[config.mk]
export PLATFORM = sky130hd
export DESIGN_NAME = usb_transaction_top
export DESIGN_NICKNAME = d
export VERILOG_FILES = /design/src/logic/usb_xfer_pkg.sv /design/src/logic/bulk_endpoint.sv /design/src/logic/handshake_issuer.sv /design/src/logic/setup_parser.sv /design/src/logic/token_dispatch.sv /design/src/logic/usb_transaction_top.sv
export SDC_FILE = /design/constraint.sdc
export NUM_CORES = 1
export LEC_CHECK = 0
export BUFFER_PORTS_ARGS = -buffer_cell sky130_fd_sc_hd__buf_2
export CAP_MARGIN = 20
export CORE_UTILIZATION = 54
export CTS_BUF_LIST = sky130_fd_sc_hd__clkbuf_2
export DETAILED_ROUTE_END_ITERATION = 16
export PLACE_DENSITY = 0.82
export SLEW_MARGIN = 15
export SYNTH_ARGS = -nofsm -noshare
export SYNTH_HDL_FRONTEND = slang
export SYNTH_SLANG_ARGS = --single-unit
[constraint.sdc]
create_clock -name clock -period 6.17 [get_ports clock]
set_input_delay 0.3085 -clock clock [delete_from_list [all_inputs] [get_ports clock]]
set_output_delay 0.3085 -clock clock [all_outputs]
set_load 0.005 [all_outputs]
[src/logic/usb_xfer_pkg.sv]
package usb_xfer_pkg;

  // Data path and token field widths
  localparam int BYTE_W = 8;
  localparam int ADDR_W = 7;
  localparam int ENDP_W = 4;

  // Endpoints served by this device
  localparam logic [ENDP_W-1:0] BULK_ENDPOINT = 4'd1;
  localparam logic [ENDP_W-1:0] CTRL_ENDPOINT = 4'd0;

  // Setup packet is always eight bytes
  localparam int SETUP_BYTES = 8;

  // Token kinds, as delivered by the packet decoder
  typedef enum logic [1:0] {
    TOK_OUT   = 2'b00,
    TOK_SOF   = 2'b01,
    TOK_IN    = 2'b10,
    TOK_SETUP = 2'b11
  } token_e;

  // Data PIDs, encoder/decoder encoding
  typedef enum logic [1:0] {
    PID_DATA0 = 2'b00,
    PID_DATA1 = 2'b10
  } pid_e;

  // Handshake PIDs
  typedef enum logic [1:0] {
    HSK_ACK = 2'b00,
    HSK_NAK = 2'b10
  } hsk_e;

  // Transfer selected by the token decoder
  typedef enum logic [1:0] {
    XFER_IDLE,
    XFER_BULK_IN,
    XFER_BULK_OUT,
    XFER_SETUP
  } xfer_e;

  // Bulk endpoint FSM
  typedef enum logic [2:0] {
    BLK_IDLE,
    BLK_DATI_TX,
    BLK_DATI_ZDP,
    BLK_DATI_ACK,
    BLK_DATO_RX,
    BLK_DATO_ACK,
    BLK_DATO_NAK
  } bulk_state_e;

  // Setup stage FSM
  typedef enum logic [1:0] {
    SET_RX,
    SET_ACK,
    SET_DONE
  } setup_state_e;

  // Reason the last token was ignored
  typedef enum logic [1:0] {
    ERR_NONE,
    ERR_BAD_ENDP,
    ERR_BAD_TOKEN
  } err_e;

endpackage

[src/logic/bulk_endpoint.sv]
module bulk_endpoint (
  input  logic                              clock,
  input  logic                              reset,
  input  usb_xfer_pkg::xfer_e               xfer_i,
  input  logic                              blk_in_ready_i,
  input  logic                              blk_out_ready_i,
  output logic                              blk_start_o,
  output logic                              bulk_done_o,
  output logic                              ack_req_o,
  output logic                              nak_req_o,
  input  logic                              hsk_recv_i,
  input  usb_xfer_pkg::hsk_e                hsk_type_i,
  input  logic                              hsk_sent_i,
  output logic                              usb_send_o,
  output usb_xfer_pkg::pid_e                usb_type_o,
  input  logic                              usb_sent_i,
  input  logic                              usb_tvalid_i,
  output logic                              usb_tready_o,
  input  logic                              usb_tlast_i,
  input  logic [usb_xfer_pkg::BYTE_W-1:0]   usb_tdata_i,
  output logic                              usb_tvalid_o,
  input  logic                              usb_tready_i,
  output logic                              usb_tlast_o,
  output logic [usb_xfer_pkg::BYTE_W-1:0]   usb_tdata_o,
  output logic                              blk_tvalid_o,
  input  logic                              blk_tready_i,
  output logic                              blk_tlast_o,
  output logic [usb_xfer_pkg::BYTE_W-1:0]   blk_tdata_o,
  input  logic                              blk_tvalid_i,
  output logic                              blk_tready_o,
  input  logic                              blk_tlast_i,
  input  logic [usb_xfer_pkg::BYTE_W-1:0]   blk_tdata_i
);

  usb_xfer_pkg::bulk_state_e state_q;
  usb_xfer_pkg::pid_e        type_q;
  logic                      toggle_q;
  logic                      send_q;
  logic                      ack_q;
  logic                      nak_q;
  logic                      in_tx;
  logic                      out_rx;
  logic                      in_last;
  logic                      out_last;
  logic                      tx_start;

  assign in_tx  = state_q == usb_xfer_pkg::BLK_DATI_TX;
  assign out_rx = state_q == usb_xfer_pkg::BLK_DATO_RX;

  // IN stream, source to encoder, passes straight through while sending
  assign usb_tvalid_o = blk_tvalid_i && in_tx;
  assign blk_tready_o = usb_tready_i && in_tx;
  assign usb_tlast_o  = blk_tlast_i;
  assign usb_tdata_o  = blk_tdata_i;

  // OUT stream, decoder to sink; bytes outside a packet are dropped
  assign blk_tvalid_o = usb_tvalid_i && out_rx;
  assign usb_tready_o = out_rx ? blk_tready_i : 1'b1;
  assign blk_tlast_o  = usb_tlast_i;
  assign blk_tdata_o  = usb_tdata_i;

  assign in_last  = usb_tvalid_o && usb_tready_i && blk_tlast_i;
  assign out_last = blk_tvalid_o && blk_tready_i && usb_tlast_i;

  // Data packet goes out for both a full and a zero-data IN
  assign tx_start = state_q == usb_xfer_pkg::BLK_IDLE &&
                    xfer_i == usb_xfer_pkg::XFER_BULK_IN;

  assign blk_start_o = state_q == usb_xfer_pkg::BLK_IDLE &&
                       (xfer_i == usb_xfer_pkg::XFER_BULK_IN ||
                        xfer_i == usb_xfer_pkg::XFER_BULK_OUT);

  // IN ends on the host handshake, OUT ends once our handshake is sent
  assign bulk_done_o = state_q == usb_xfer_pkg::BLK_DATI_ACK && hsk_recv_i ||
                       (state_q == usb_xfer_pkg::BLK_DATO_ACK ||
                        state_q == usb_xfer_pkg::BLK_DATO_NAK) && hsk_sent_i;

  always_ff @(posedge clock) begin
    if (reset) begin
      state_q <= usb_xfer_pkg::BLK_IDLE;
    end else begin
      case (state_q)
        usb_xfer_pkg::BLK_IDLE: begin
          if (xfer_i == usb_xfer_pkg::XFER_BULK_IN) begin
            state_q <= blk_in_ready_i ? usb_xfer_pkg::BLK_DATI_TX : usb_xfer_pkg::BLK_DATI_ZDP;
          end else if (xfer_i == usb_xfer_pkg::XFER_BULK_OUT) begin
            state_q <= blk_out_ready_i ? usb_xfer_pkg::BLK_DATO_RX : usb_xfer_pkg::BLK_DATO_NAK;
          end
        end
        usb_xfer_pkg::BLK_DATI_TX: begin
          if (in_last) begin
            state_q <= usb_xfer_pkg::BLK_DATI_ACK;
          end
        end
        usb_xfer_pkg::BLK_DATI_ZDP: begin
          // Empty packet is complete once the encoder has sent it
          if (usb_sent_i) begin
            state_q <= usb_xfer_pkg::BLK_DATI_ACK;
          end
        end
        usb_xfer_pkg::BLK_DATI_ACK: begin
          if (hsk_recv_i) begin
            state_q <= usb_xfer_pkg::BLK_IDLE;
          end
        end
        usb_xfer_pkg::BLK_DATO_RX: begin
          if (out_last) begin
            state_q <= usb_xfer_pkg::BLK_DATO_ACK;
          end
        end
        usb_xfer_pkg::BLK_DATO_ACK, usb_xfer_pkg::BLK_DATO_NAK: begin
          if (hsk_sent_i) begin
            state_q <= usb_xfer_pkg::BLK_IDLE;
          end
        end
        default: begin
          state_q <= usb_xfer_pkg::BLK_IDLE;
        end
      endcase
    end
  end

  // DATA0/DATA1 bit, advances only on an acknowledged packet
  always_ff @(posedge clock) begin
    if (reset) begin
      toggle_q <= 1'b0;
    end else if (state_q == usb_xfer_pkg::BLK_DATI_ACK && hsk_recv_i &&
                 hsk_type_i == usb_xfer_pkg::HSK_ACK) begin
      toggle_q <= ~toggle_q;
    end else if (state_q == usb_xfer_pkg::BLK_DATO_ACK && hsk_sent_i) begin
      toggle_q <= ~toggle_q;
    end
  end

  // Encoder request, held until the encoder reports the packet sent
  always_ff @(posedge clock) begin
    if (reset) begin
      send_q <= 1'b0;
    end else if (usb_sent_i) begin
      send_q <= 1'b0;
    end else if (tx_start) begin
      send_q <= 1'b1;
    end
  end

  always_ff @(posedge clock) begin
    if (tx_start) begin
      type_q <= toggle_q ? usb_xfer_pkg::PID_DATA1 : usb_xfer_pkg::PID_DATA0;
    end
  end

  // Handshake requests, one pulse each
  always_ff @(posedge clock) begin
    if (reset) begin
      ack_q <= 1'b0;
      nak_q <= 1'b0;
    end else begin
      ack_q <= out_last;
      // Sink busy, so refuse the OUT packet
      nak_q <= state_q == usb_xfer_pkg::BLK_IDLE &&
               xfer_i == usb_xfer_pkg::XFER_BULK_OUT && !blk_out_ready_i;
    end
  end

  assign usb_send_o = send_q;
  assign usb_type_o = type_q;
  assign ack_req_o  = ack_q;
  assign nak_req_o  = nak_q;

endmodule

[src/logic/handshake_issuer.sv]
module handshake_issuer (
  input  logic               clock,
  input  logic               reset,
  input  logic               ack_req_i,
  input  logic               nak_req_i,
  input  logic               hsk_sent_i,
  output logic               hsk_send_o,
  output usb_xfer_pkg::hsk_e hsk_type_o
);

  logic               send_q;
  usb_xfer_pkg::hsk_e type_q;

  // Send flag, raised by a request and dropped once the encoder is done
  always_ff @(posedge clock) begin
    if (reset) begin
      send_q <= 1'b0;
    end else if (hsk_sent_i) begin
      send_q <= 1'b0;
    end else if (ack_req_i || nak_req_i) begin
      send_q <= 1'b1;
    end
  end

  // Type stays put while the request is held
  always_ff @(posedge clock) begin
    if (!send_q && (ack_req_i || nak_req_i)) begin
      type_q <= ack_req_i ? usb_xfer_pkg::HSK_ACK : usb_xfer_pkg::HSK_NAK;
    end
  end

  assign hsk_send_o = send_q;
  assign hsk_type_o = type_q;

endmodule

[src/logic/setup_parser.sv]
module setup_parser (
  input  logic                              clock,
  input  logic                              reset,
  input  usb_xfer_pkg::xfer_e               xfer_i,
  input  logic                              usb_tvalid_i,
  input  logic                              usb_tlast_i,
  input  logic [usb_xfer_pkg::BYTE_W-1:0]   usb_tdata_i,
  input  logic                              hsk_sent_i,
  output logic                              ack_req_o,
  output logic                              setup_done_o,
  output logic                              ctl_start_o,
  output logic [usb_xfer_pkg::BYTE_W-1:0]   ctl_rtype_o,
  output logic [usb_xfer_pkg::BYTE_W-1:0]   ctl_rargs_o,
  output logic [15:0]                       ctl_value_o,
  output logic [15:0]                       ctl_index_o,
  output logic [15:0]                       ctl_length_o
);

  usb_xfer_pkg::setup_state_e state_q;
  logic [usb_xfer_pkg::BYTE_W-1:0] buf_q [usb_xfer_pkg::SETUP_BYTES];
  // Byte counter, saturates at SETUP_BYTES
  logic [3:0]  cnt_q;
  logic        rx_fire;
  logic        rx_full;
  logic        rx_good;
  logic        ack_q;
  logic        start_q;
  logic [usb_xfer_pkg::BYTE_W-1:0] rtype_q;
  logic [usb_xfer_pkg::BYTE_W-1:0] rargs_q;
  logic [15:0] value_q;
  logic [15:0] index_q;
  logic [15:0] length_q;

  // Receive ready is high outside bulk OUT, so valid alone moves a byte
  assign rx_fire = xfer_i == usb_xfer_pkg::XFER_SETUP && state_q == usb_xfer_pkg::SET_RX &&
                   usb_tvalid_i;
  assign rx_full = cnt_q == 4'(usb_xfer_pkg::SETUP_BYTES);
  // Packet is valid only when tlast lands on byte 7
  assign rx_good = rx_fire && usb_tlast_i &&
                   cnt_q == 4'(usb_xfer_pkg::SETUP_BYTES - 1);

  always_ff @(posedge clock) begin
    if (reset) begin
      state_q <= usb_xfer_pkg::SET_RX;
    end else begin
      case (state_q)
        usb_xfer_pkg::SET_RX: begin
          if (rx_fire && usb_tlast_i) begin
            state_q <= rx_good ? usb_xfer_pkg::SET_ACK : usb_xfer_pkg::SET_DONE;
          end
        end
        usb_xfer_pkg::SET_ACK: begin
          if (hsk_sent_i) begin
            state_q <= usb_xfer_pkg::SET_DONE;
          end
        end
        default: begin
          state_q <= usb_xfer_pkg::SET_RX;
        end
      endcase
    end
  end

  always_ff @(posedge clock) begin
    if (reset) begin
      cnt_q <= '0;
    end else if (state_q == usb_xfer_pkg::SET_DONE) begin
      cnt_q <= '0;
    end else if (rx_fire && !rx_full) begin
      cnt_q <= cnt_q + 4'd1;
    end
  end

  // Staging buffer, extra bytes beyond eight are not stored
  always_ff @(posedge clock) begin
    if (rx_fire && !rx_full) begin
      buf_q[cnt_q[2:0]] <= usb_tdata_i;
    end
  end

  // Request fields update only after a good packet was ACKed
  always_ff @(posedge clock) begin
    if (state_q == usb_xfer_pkg::SET_ACK && hsk_sent_i) begin
      rtype_q  <= buf_q[0];
      rargs_q  <= buf_q[1];
      // Little-endian, low byte first
      value_q  <= {buf_q[3], buf_q[2]};
      index_q  <= {buf_q[5], buf_q[4]};
      length_q <= {buf_q[7], buf_q[6]};
    end
  end

  always_ff @(posedge clock) begin
    if (reset) begin
      ack_q   <= 1'b0;
      start_q <= 1'b0;
    end else begin
      ack_q   <= rx_good;
      start_q <= state_q == usb_xfer_pkg::SET_ACK && hsk_sent_i;
    end
  end

  assign ack_req_o    = ack_q;
  assign ctl_start_o  = start_q;
  assign setup_done_o = state_q == usb_xfer_pkg::SET_DONE;
  assign ctl_rtype_o  = rtype_q;
  assign ctl_rargs_o  = rargs_q;
  assign ctl_value_o  = value_q;
  assign ctl_index_o  = index_q;
  assign ctl_length_o = length_q;

endmodule

[src/logic/token_dispatch.sv]
module token_dispatch (
  input  logic                              clock,
  input  logic                              reset,
  input  logic [usb_xfer_pkg::ADDR_W-1:0]   usb_addr_i,
  input  logic                              tok_recv_i,
  input  usb_xfer_pkg::token_e              tok_type_i,
  input  logic [usb_xfer_pkg::ADDR_W-1:0]   tok_addr_i,
  input  logic [usb_xfer_pkg::ENDP_W-1:0]   tok_endp_i,
  input  logic                              bulk_done_i,
  input  logic                              setup_done_i,
  output usb_xfer_pkg::xfer_e               xfer_o,
  output usb_xfer_pkg::err_e                err_code_o
);

  usb_xfer_pkg::xfer_e xfer_q;
  usb_xfer_pkg::err_e  err_q;
  logic                tok_hit;
  logic                bulk_endp;
  logic                ctrl_endp;

  // Only tokens for our own address are considered
  assign tok_hit   = tok_recv_i && tok_addr_i == usb_addr_i;
  assign bulk_endp = tok_endp_i == usb_xfer_pkg::BULK_ENDPOINT;
  assign ctrl_endp = tok_endp_i == usb_xfer_pkg::CTRL_ENDPOINT;

  always_ff @(posedge clock) begin
    if (reset) begin
      xfer_q <= usb_xfer_pkg::XFER_IDLE;
      err_q  <= usb_xfer_pkg::ERR_NONE;
    end else if (xfer_q == usb_xfer_pkg::XFER_IDLE) begin
      if (tok_hit) begin
        case (tok_type_i)
          usb_xfer_pkg::TOK_IN, usb_xfer_pkg::TOK_OUT: begin
            if (bulk_endp) begin
              xfer_q <= tok_type_i == usb_xfer_pkg::TOK_IN ?
                        usb_xfer_pkg::XFER_BULK_IN : usb_xfer_pkg::XFER_BULK_OUT;
              err_q  <= usb_xfer_pkg::ERR_NONE;
            end else begin
              err_q <= usb_xfer_pkg::ERR_BAD_ENDP;
            end
          end
          usb_xfer_pkg::TOK_SETUP: begin
            // Setup stage only lives on the control endpoint
            if (ctrl_endp) begin
              xfer_q <= usb_xfer_pkg::XFER_SETUP;
              err_q  <= usb_xfer_pkg::ERR_NONE;
            end else begin
              err_q <= usb_xfer_pkg::ERR_BAD_ENDP;
            end
          end
          default: begin
            // SOF and anything else is not handled here
            err_q <= usb_xfer_pkg::ERR_BAD_TOKEN;
          end
        endcase
      end
    end else if (bulk_done_i || setup_done_i) begin
      // Active transfer finished, back to token decoding
      xfer_q <= usb_xfer_pkg::XFER_IDLE;
    end
  end

  assign xfer_o     = xfer_q;
  assign err_code_o = err_q;

endmodule

[src/logic/usb_transaction_top.sv]
module usb_transaction_top (
  input  logic                              clock,
  input  logic                              reset,
  input  logic [usb_xfer_pkg::ADDR_W-1:0]   usb_addr_i,
  // Token decoder
  input  logic                              tok_recv_i,
  input  usb_xfer_pkg::token_e              tok_type_i,
  input  logic [usb_xfer_pkg::ADDR_W-1:0]   tok_addr_i,
  input  logic [usb_xfer_pkg::ENDP_W-1:0]   tok_endp_i,
  // Handshakes, host and device
  input  logic                              hsk_recv_i,
  input  usb_xfer_pkg::hsk_e                hsk_type_i,
  output logic                              hsk_send_o,
  input  logic                              hsk_sent_i,
  output usb_xfer_pkg::hsk_e                hsk_type_o,
  // Data packet requests to the encoder
  output logic                              usb_send_o,
  input  logic                              usb_sent_i,
  output usb_xfer_pkg::pid_e                usb_type_o,
  // USB receive stream
  input  logic                              usb_tvalid_i,
  output logic                              usb_tready_o,
  input  logic                              usb_tlast_i,
  input  logic [usb_xfer_pkg::BYTE_W-1:0]   usb_tdata_i,
  // USB transmit stream
  output logic                              usb_tvalid_o,
  input  logic                              usb_tready_i,
  output logic                              usb_tlast_o,
  output logic [usb_xfer_pkg::BYTE_W-1:0]   usb_tdata_o,
  // Bulk endpoint
  input  logic                              blk_in_ready_i,
  input  logic                              blk_out_ready_i,
  output logic                              blk_start_o,
  output logic                              blk_tvalid_o,
  input  logic                              blk_tready_i,
  output logic                              blk_tlast_o,
  output logic [usb_xfer_pkg::BYTE_W-1:0]   blk_tdata_o,
  input  logic                              blk_tvalid_i,
  output logic                              blk_tready_o,
  input  logic                              blk_tlast_i,
  input  logic [usb_xfer_pkg::BYTE_W-1:0]   blk_tdata_i,
  // Setup request
  output logic                              ctl_start_o,
  output logic [usb_xfer_pkg::BYTE_W-1:0]   ctl_rtype_o,
  output logic [usb_xfer_pkg::BYTE_W-1:0]   ctl_rargs_o,
  output logic [15:0]                       ctl_value_o,
  output logic [15:0]                       ctl_index_o,
  output logic [15:0]                       ctl_length_o,
  output usb_xfer_pkg::err_e                err_code_o
);

  usb_xfer_pkg::xfer_e xfer;
  logic bulk_done;
  logic setup_done;
  logic blk_ack_req;
  logic blk_nak_req;
  logic set_ack_req;
  logic ack_req;

  // Bulk and setup never run together, so their ACKs just merge
  assign ack_req = blk_ack_req || set_ack_req;

  token_dispatch u_dispatch (
    .clock        (clock),
    .reset        (reset),
    .usb_addr_i   (usb_addr_i),
    .tok_recv_i   (tok_recv_i),
    .tok_type_i   (tok_type_i),
    .tok_addr_i   (tok_addr_i),
    .tok_endp_i   (tok_endp_i),
    .bulk_done_i  (bulk_done),
    .setup_done_i (setup_done),
    .xfer_o       (xfer),
    .err_code_o   (err_code_o)
  );

  bulk_endpoint u_bulk (
    .clock           (clock),
    .reset           (reset),
    .xfer_i          (xfer),
    .blk_in_ready_i  (blk_in_ready_i),
    .blk_out_ready_i (blk_out_ready_i),
    .blk_start_o     (blk_start_o),
    .bulk_done_o     (bulk_done),
    .ack_req_o       (blk_ack_req),
    .nak_req_o       (blk_nak_req),
    .hsk_recv_i      (hsk_recv_i),
    .hsk_type_i      (hsk_type_i),
    .hsk_sent_i      (hsk_sent_i),
    .usb_send_o      (usb_send_o),
    .usb_type_o      (usb_type_o),
    .usb_sent_i      (usb_sent_i),
    .usb_tvalid_i    (usb_tvalid_i),
    .usb_tready_o    (usb_tready_o),
    .usb_tlast_i     (usb_tlast_i),
    .usb_tdata_i     (usb_tdata_i),
    .usb_tvalid_o    (usb_tvalid_o),
    .usb_tready_i    (usb_tready_i),
    .usb_tlast_o     (usb_tlast_o),
    .usb_tdata_o     (usb_tdata_o),
    .blk_tvalid_o    (blk_tvalid_o),
    .blk_tready_i    (blk_tready_i),
    .blk_tlast_o     (blk_tlast_o),
    .blk_tdata_o     (blk_tdata_o),
    .blk_tvalid_i    (blk_tvalid_i),
    .blk_tready_o    (blk_tready_o),
    .blk_tlast_i     (blk_tlast_i),
    .blk_tdata_i     (blk_tdata_i)
  );

  setup_parser u_setup (
    .clock        (clock),
    .reset        (reset),
    .xfer_i       (xfer),
    .usb_tvalid_i (usb_tvalid_i),
    .usb_tlast_i  (usb_tlast_i),
    .usb_tdata_i  (usb_tdata_i),
    .hsk_sent_i   (hsk_sent_i),
    .ack_req_o    (set_ack_req),
    .setup_done_o (setup_done),
    .ctl_start_o  (ctl_start_o),
    .ctl_rtype_o  (ctl_rtype_o),
    .ctl_rargs_o  (ctl_rargs_o),
    .ctl_value_o  (ctl_value_o),
    .ctl_index_o  (ctl_index_o),
    .ctl_length_o (ctl_length_o)
  );

  handshake_issuer u_hsk (
    .clock      (clock),
    .reset      (reset),
    .ack_req_i  (ack_req),
    .nak_req_i  (blk_nak_req),
    .hsk_sent_i (hsk_sent_i),
    .hsk_send_o (hsk_send_o),
    .hsk_type_o (hsk_type_o)
  );

endmodule

==> reports/metrics.csv <==
metric,value,unit
dieArea,10400,µm²
initialDrtViolationCount,216,
gp_congestion,0.834,
clock_sinks,150,
cp_max_fo,13,
cts_tree,done,
nNetsFinal,508,
critPathKind,reg -> out,
start_util,55.6,%
synth_cell_types,48,
post-cts-setup-buffer-count,0,
ioPinCount,148,
finalCritPeriodShare,40.4,%
drive_gt1_share,38.7,%
finalPower,1.77,mW
worst-path-buf-inv,1,
cp.required,5.86,ns
syn_to_final_growth,19.5,%
drt-total-wl,9480,µm
worst-slew-pin-transition,0.785,ns
yosys_most_used_dff,edfxtp_1,
fp.dieH,102,µm
port_buffers,129,
hold_depth,5,
cts_made_buffers,17,
grt_max_degree,66,
min_period,2.49,ns
critPathMaxStageDelay,0.51,ns
drt-wirelength-per-cell,15.9,µm
path_cells,or2_2 > or3b_2 > buf_2,
setup_violations,0,
seqCellArea,4300,µm²
grt-ovfl-total,0,
max_freq,401,MHz
place_hpwl,6420,µm
root_buffer,clkbuf_2,
use_met3,6.70,%
fill_cells,696,
drt_pass1_iterations,4,
grtUsageMet2,34.0,%
n_antenna_cell,0,
cts_buffer_depth,2,
fin_worst_skew,0.0221,ns
min_path_type,in -> reg,
p_leak,2.38,nW
antenna_found_initial,0,
worstPathArrival,2.19,ns
relSlewSlack,47.7,%
vias,3075,
critical-path-slowest-cell,dfxtp_1,
vias_per_cell,5.16,
ys_ff_latch,150,
grt_util_all_layers,19.1,%
synth_edf_count,130,
cp_top_family,simple AND/OR/NAND/NOR gates,
finish.utilization,66.4,%
grt_pass1_vias,2892,
drc_errors,0,
use_met1,21.3,%
clk_pin_slew_worst_paths,0.21,ns
yosysWarnings,0,
rsz0062_at_grt,false,
antenna_left,0,
cp-start-kind,register,
synth-seq-area-share,79.6,%
syn-instance-count,307,
rows,36,
reg2regPathDepth,5,
peakVddDrop,0.000151,V
drv_cap,0,
path_depth,3,
h-tree-depth,4,
clock_latency,0.67,ns
whs,0.0859,ns
grt_pass1_wl,14100,µm
p_per_area,274,nW/µm²
status,"finished, final reports clean",
hold_viol_final,0,
coreArea,9730,µm²
ys_async_sr_fraction,0,%
syn_area,5410,µm²
syn_avg_cell_area,17.6,µm²
fp.dieW,102,µm
tns,0,ns
finalMaxSlewViolations,0,
busiest_layer,met2,
end_kind,output port,
multi_input_area,905,µm²
Yosys cell counts, types with 3 or more instances:
master / number / area share, %
a21oi_1: 5 / 0.46
and2_1: 3 / 0.35
buf_4: 21 / 2.9
clkbuf_1: 3 / 0.21
dfxtp_1: 20 / 7.4
edfxtp_1: 130 / 72
ha_1: 6 / 1.4
inv_1: 8 / 0.56
mux2i_1: 5 / 0.93
nand2_1: 6 / 0.42
nand3b_1: 3 / 0.42
nand4_1: 7 / 0.81
nor2_1: 18 / 1.2
nor2b_1: 7 / 0.81
nor3_1: 7 / 0.65
o21ai_0: 6 / 0.56
or2_2: 4 / 0.46
xnor2_1: 9 / 1.5
state kept, by name, summed over array words and instances, names as in the netlist, 2 cells and up:
| name | cells |
|---|---|
| ctl_rtype_o | 8 |
| u_dispatch.xfer_o | 2 |
| ctl_rargs_o | 8 |
| u_setup.buf_q | 64 |
| u_setup.state_q | 2 |
| u_dispatch.err_code_o | 2 |
| ctl_value_o | 16 |
| u_bulk.state_q | 3 |
| ctl_length_o | 16 |
| u_setup.cnt_q | 4 |
| ctl_index_o | 16 |
cells by family (layout without fill, tap and decap cells):
family | Yosys count | count (layout) | synth area share (%)
DFF | 150 | 150 | 79.6
xor gates and xnor gates | 12 | 12 | 2.29
muxes | 5 | 5 | 0.925
and+or+nand+nor | 74 | 74 | 8.07
buffers and inverters | 34 | 189 | 3.98
other | 1 | 2 | 0.0693
adders and majority gates | 6 | 6 | 1.39
AOI/OAI and AO/OA | 25 | 25 | 3.72
routing by layer:
metal | up-vias | share of wire, %
li1 | 1433 | -
met1 | 1445 | 38
met2 | 176 | 51
met3 | 21 | 8.7
met4 | 0 | 2.0
met5 | - | 0
report_power, final:
part	total, mW	leakage [nW]	switching, mW	internal [mW]
Combinational	0.156	0.919	0.0753	0.0808
Clock	0.488	0.134	0.363	0.125
Sequential	1.13	1.33	0.0267	1.10
worst register-to-register path, cell delays in order, from the launching register on:
cell,delay (ns)
dfxtp_1,0.68
and4bb_2,0.30
nand3_1,0.08
dlygate4sd3_1,0.59
nor2_1,0.05
dlygate4sd3_1,0.57
cell type report:
type / count / share of cell area [%]
multi-input combinational: 124 / 14.0
sequential: 150 / 66.6
tap: 133 / 2.57
clock buffer: 18 / 1.39
clock inverter: 14 / 2.01
inverter: 8 / 0.465
timing repair buffer: 149 / 13.0
cell usage in the layout, fill, tap and decap left out, drive strengths merged, types with 4 or more instances in the layout:
cell,synthesis,layout
a21oi,5,5
mux2i,5,5
clkinv,0,4
xnor2,9,9
dfxtp,20,20
dlygate4sd3,0,18
ha,6,6
buf,23,130
clkbuf,3,19
inv,8,16
nand4,7,7
nor2,18,18
o21ai,6,6
edfxtp,130,130
or2,4,4
nand2,6,6
nor3,8,8
nor2b,7,7
stage by stage:
step / worst slack, ns / cell area (µm²) / std cells
2_1_floorplan: 0.493 / 5410 / 308
3_3_place_gp: 4.08 / 6050 / 545
3_5_place_dp: 3.87 / 6050 / 545
4_1_cts: 3.60 / 6450 / 595
5_1_grt: 3.50 / 6460 / 596
6_report: 3.68 / 6460 / 596
worst paths after layout:
kind                  startpoint                  endpoint  slack (ns)
max            u_bulk.state_q[0]              usb_tready_o        3.68
min                tok_addr_i[3]  u_dispatch.err_code_o[0]        0.09
max reg2reg    u_bulk.state_q[0]          u_bulk.ack_req_o        3.82
min reg2reg  u_setup.buf_q[2][0]            ctl_value_o[0]        0.43
timing repair:
item                                   CTS  global route
hold buffers                            18             0
resized for setup                        0             0
endpoints found under the hold margin   80             0
Note: power is estimated with default switching activity, not from simulation.
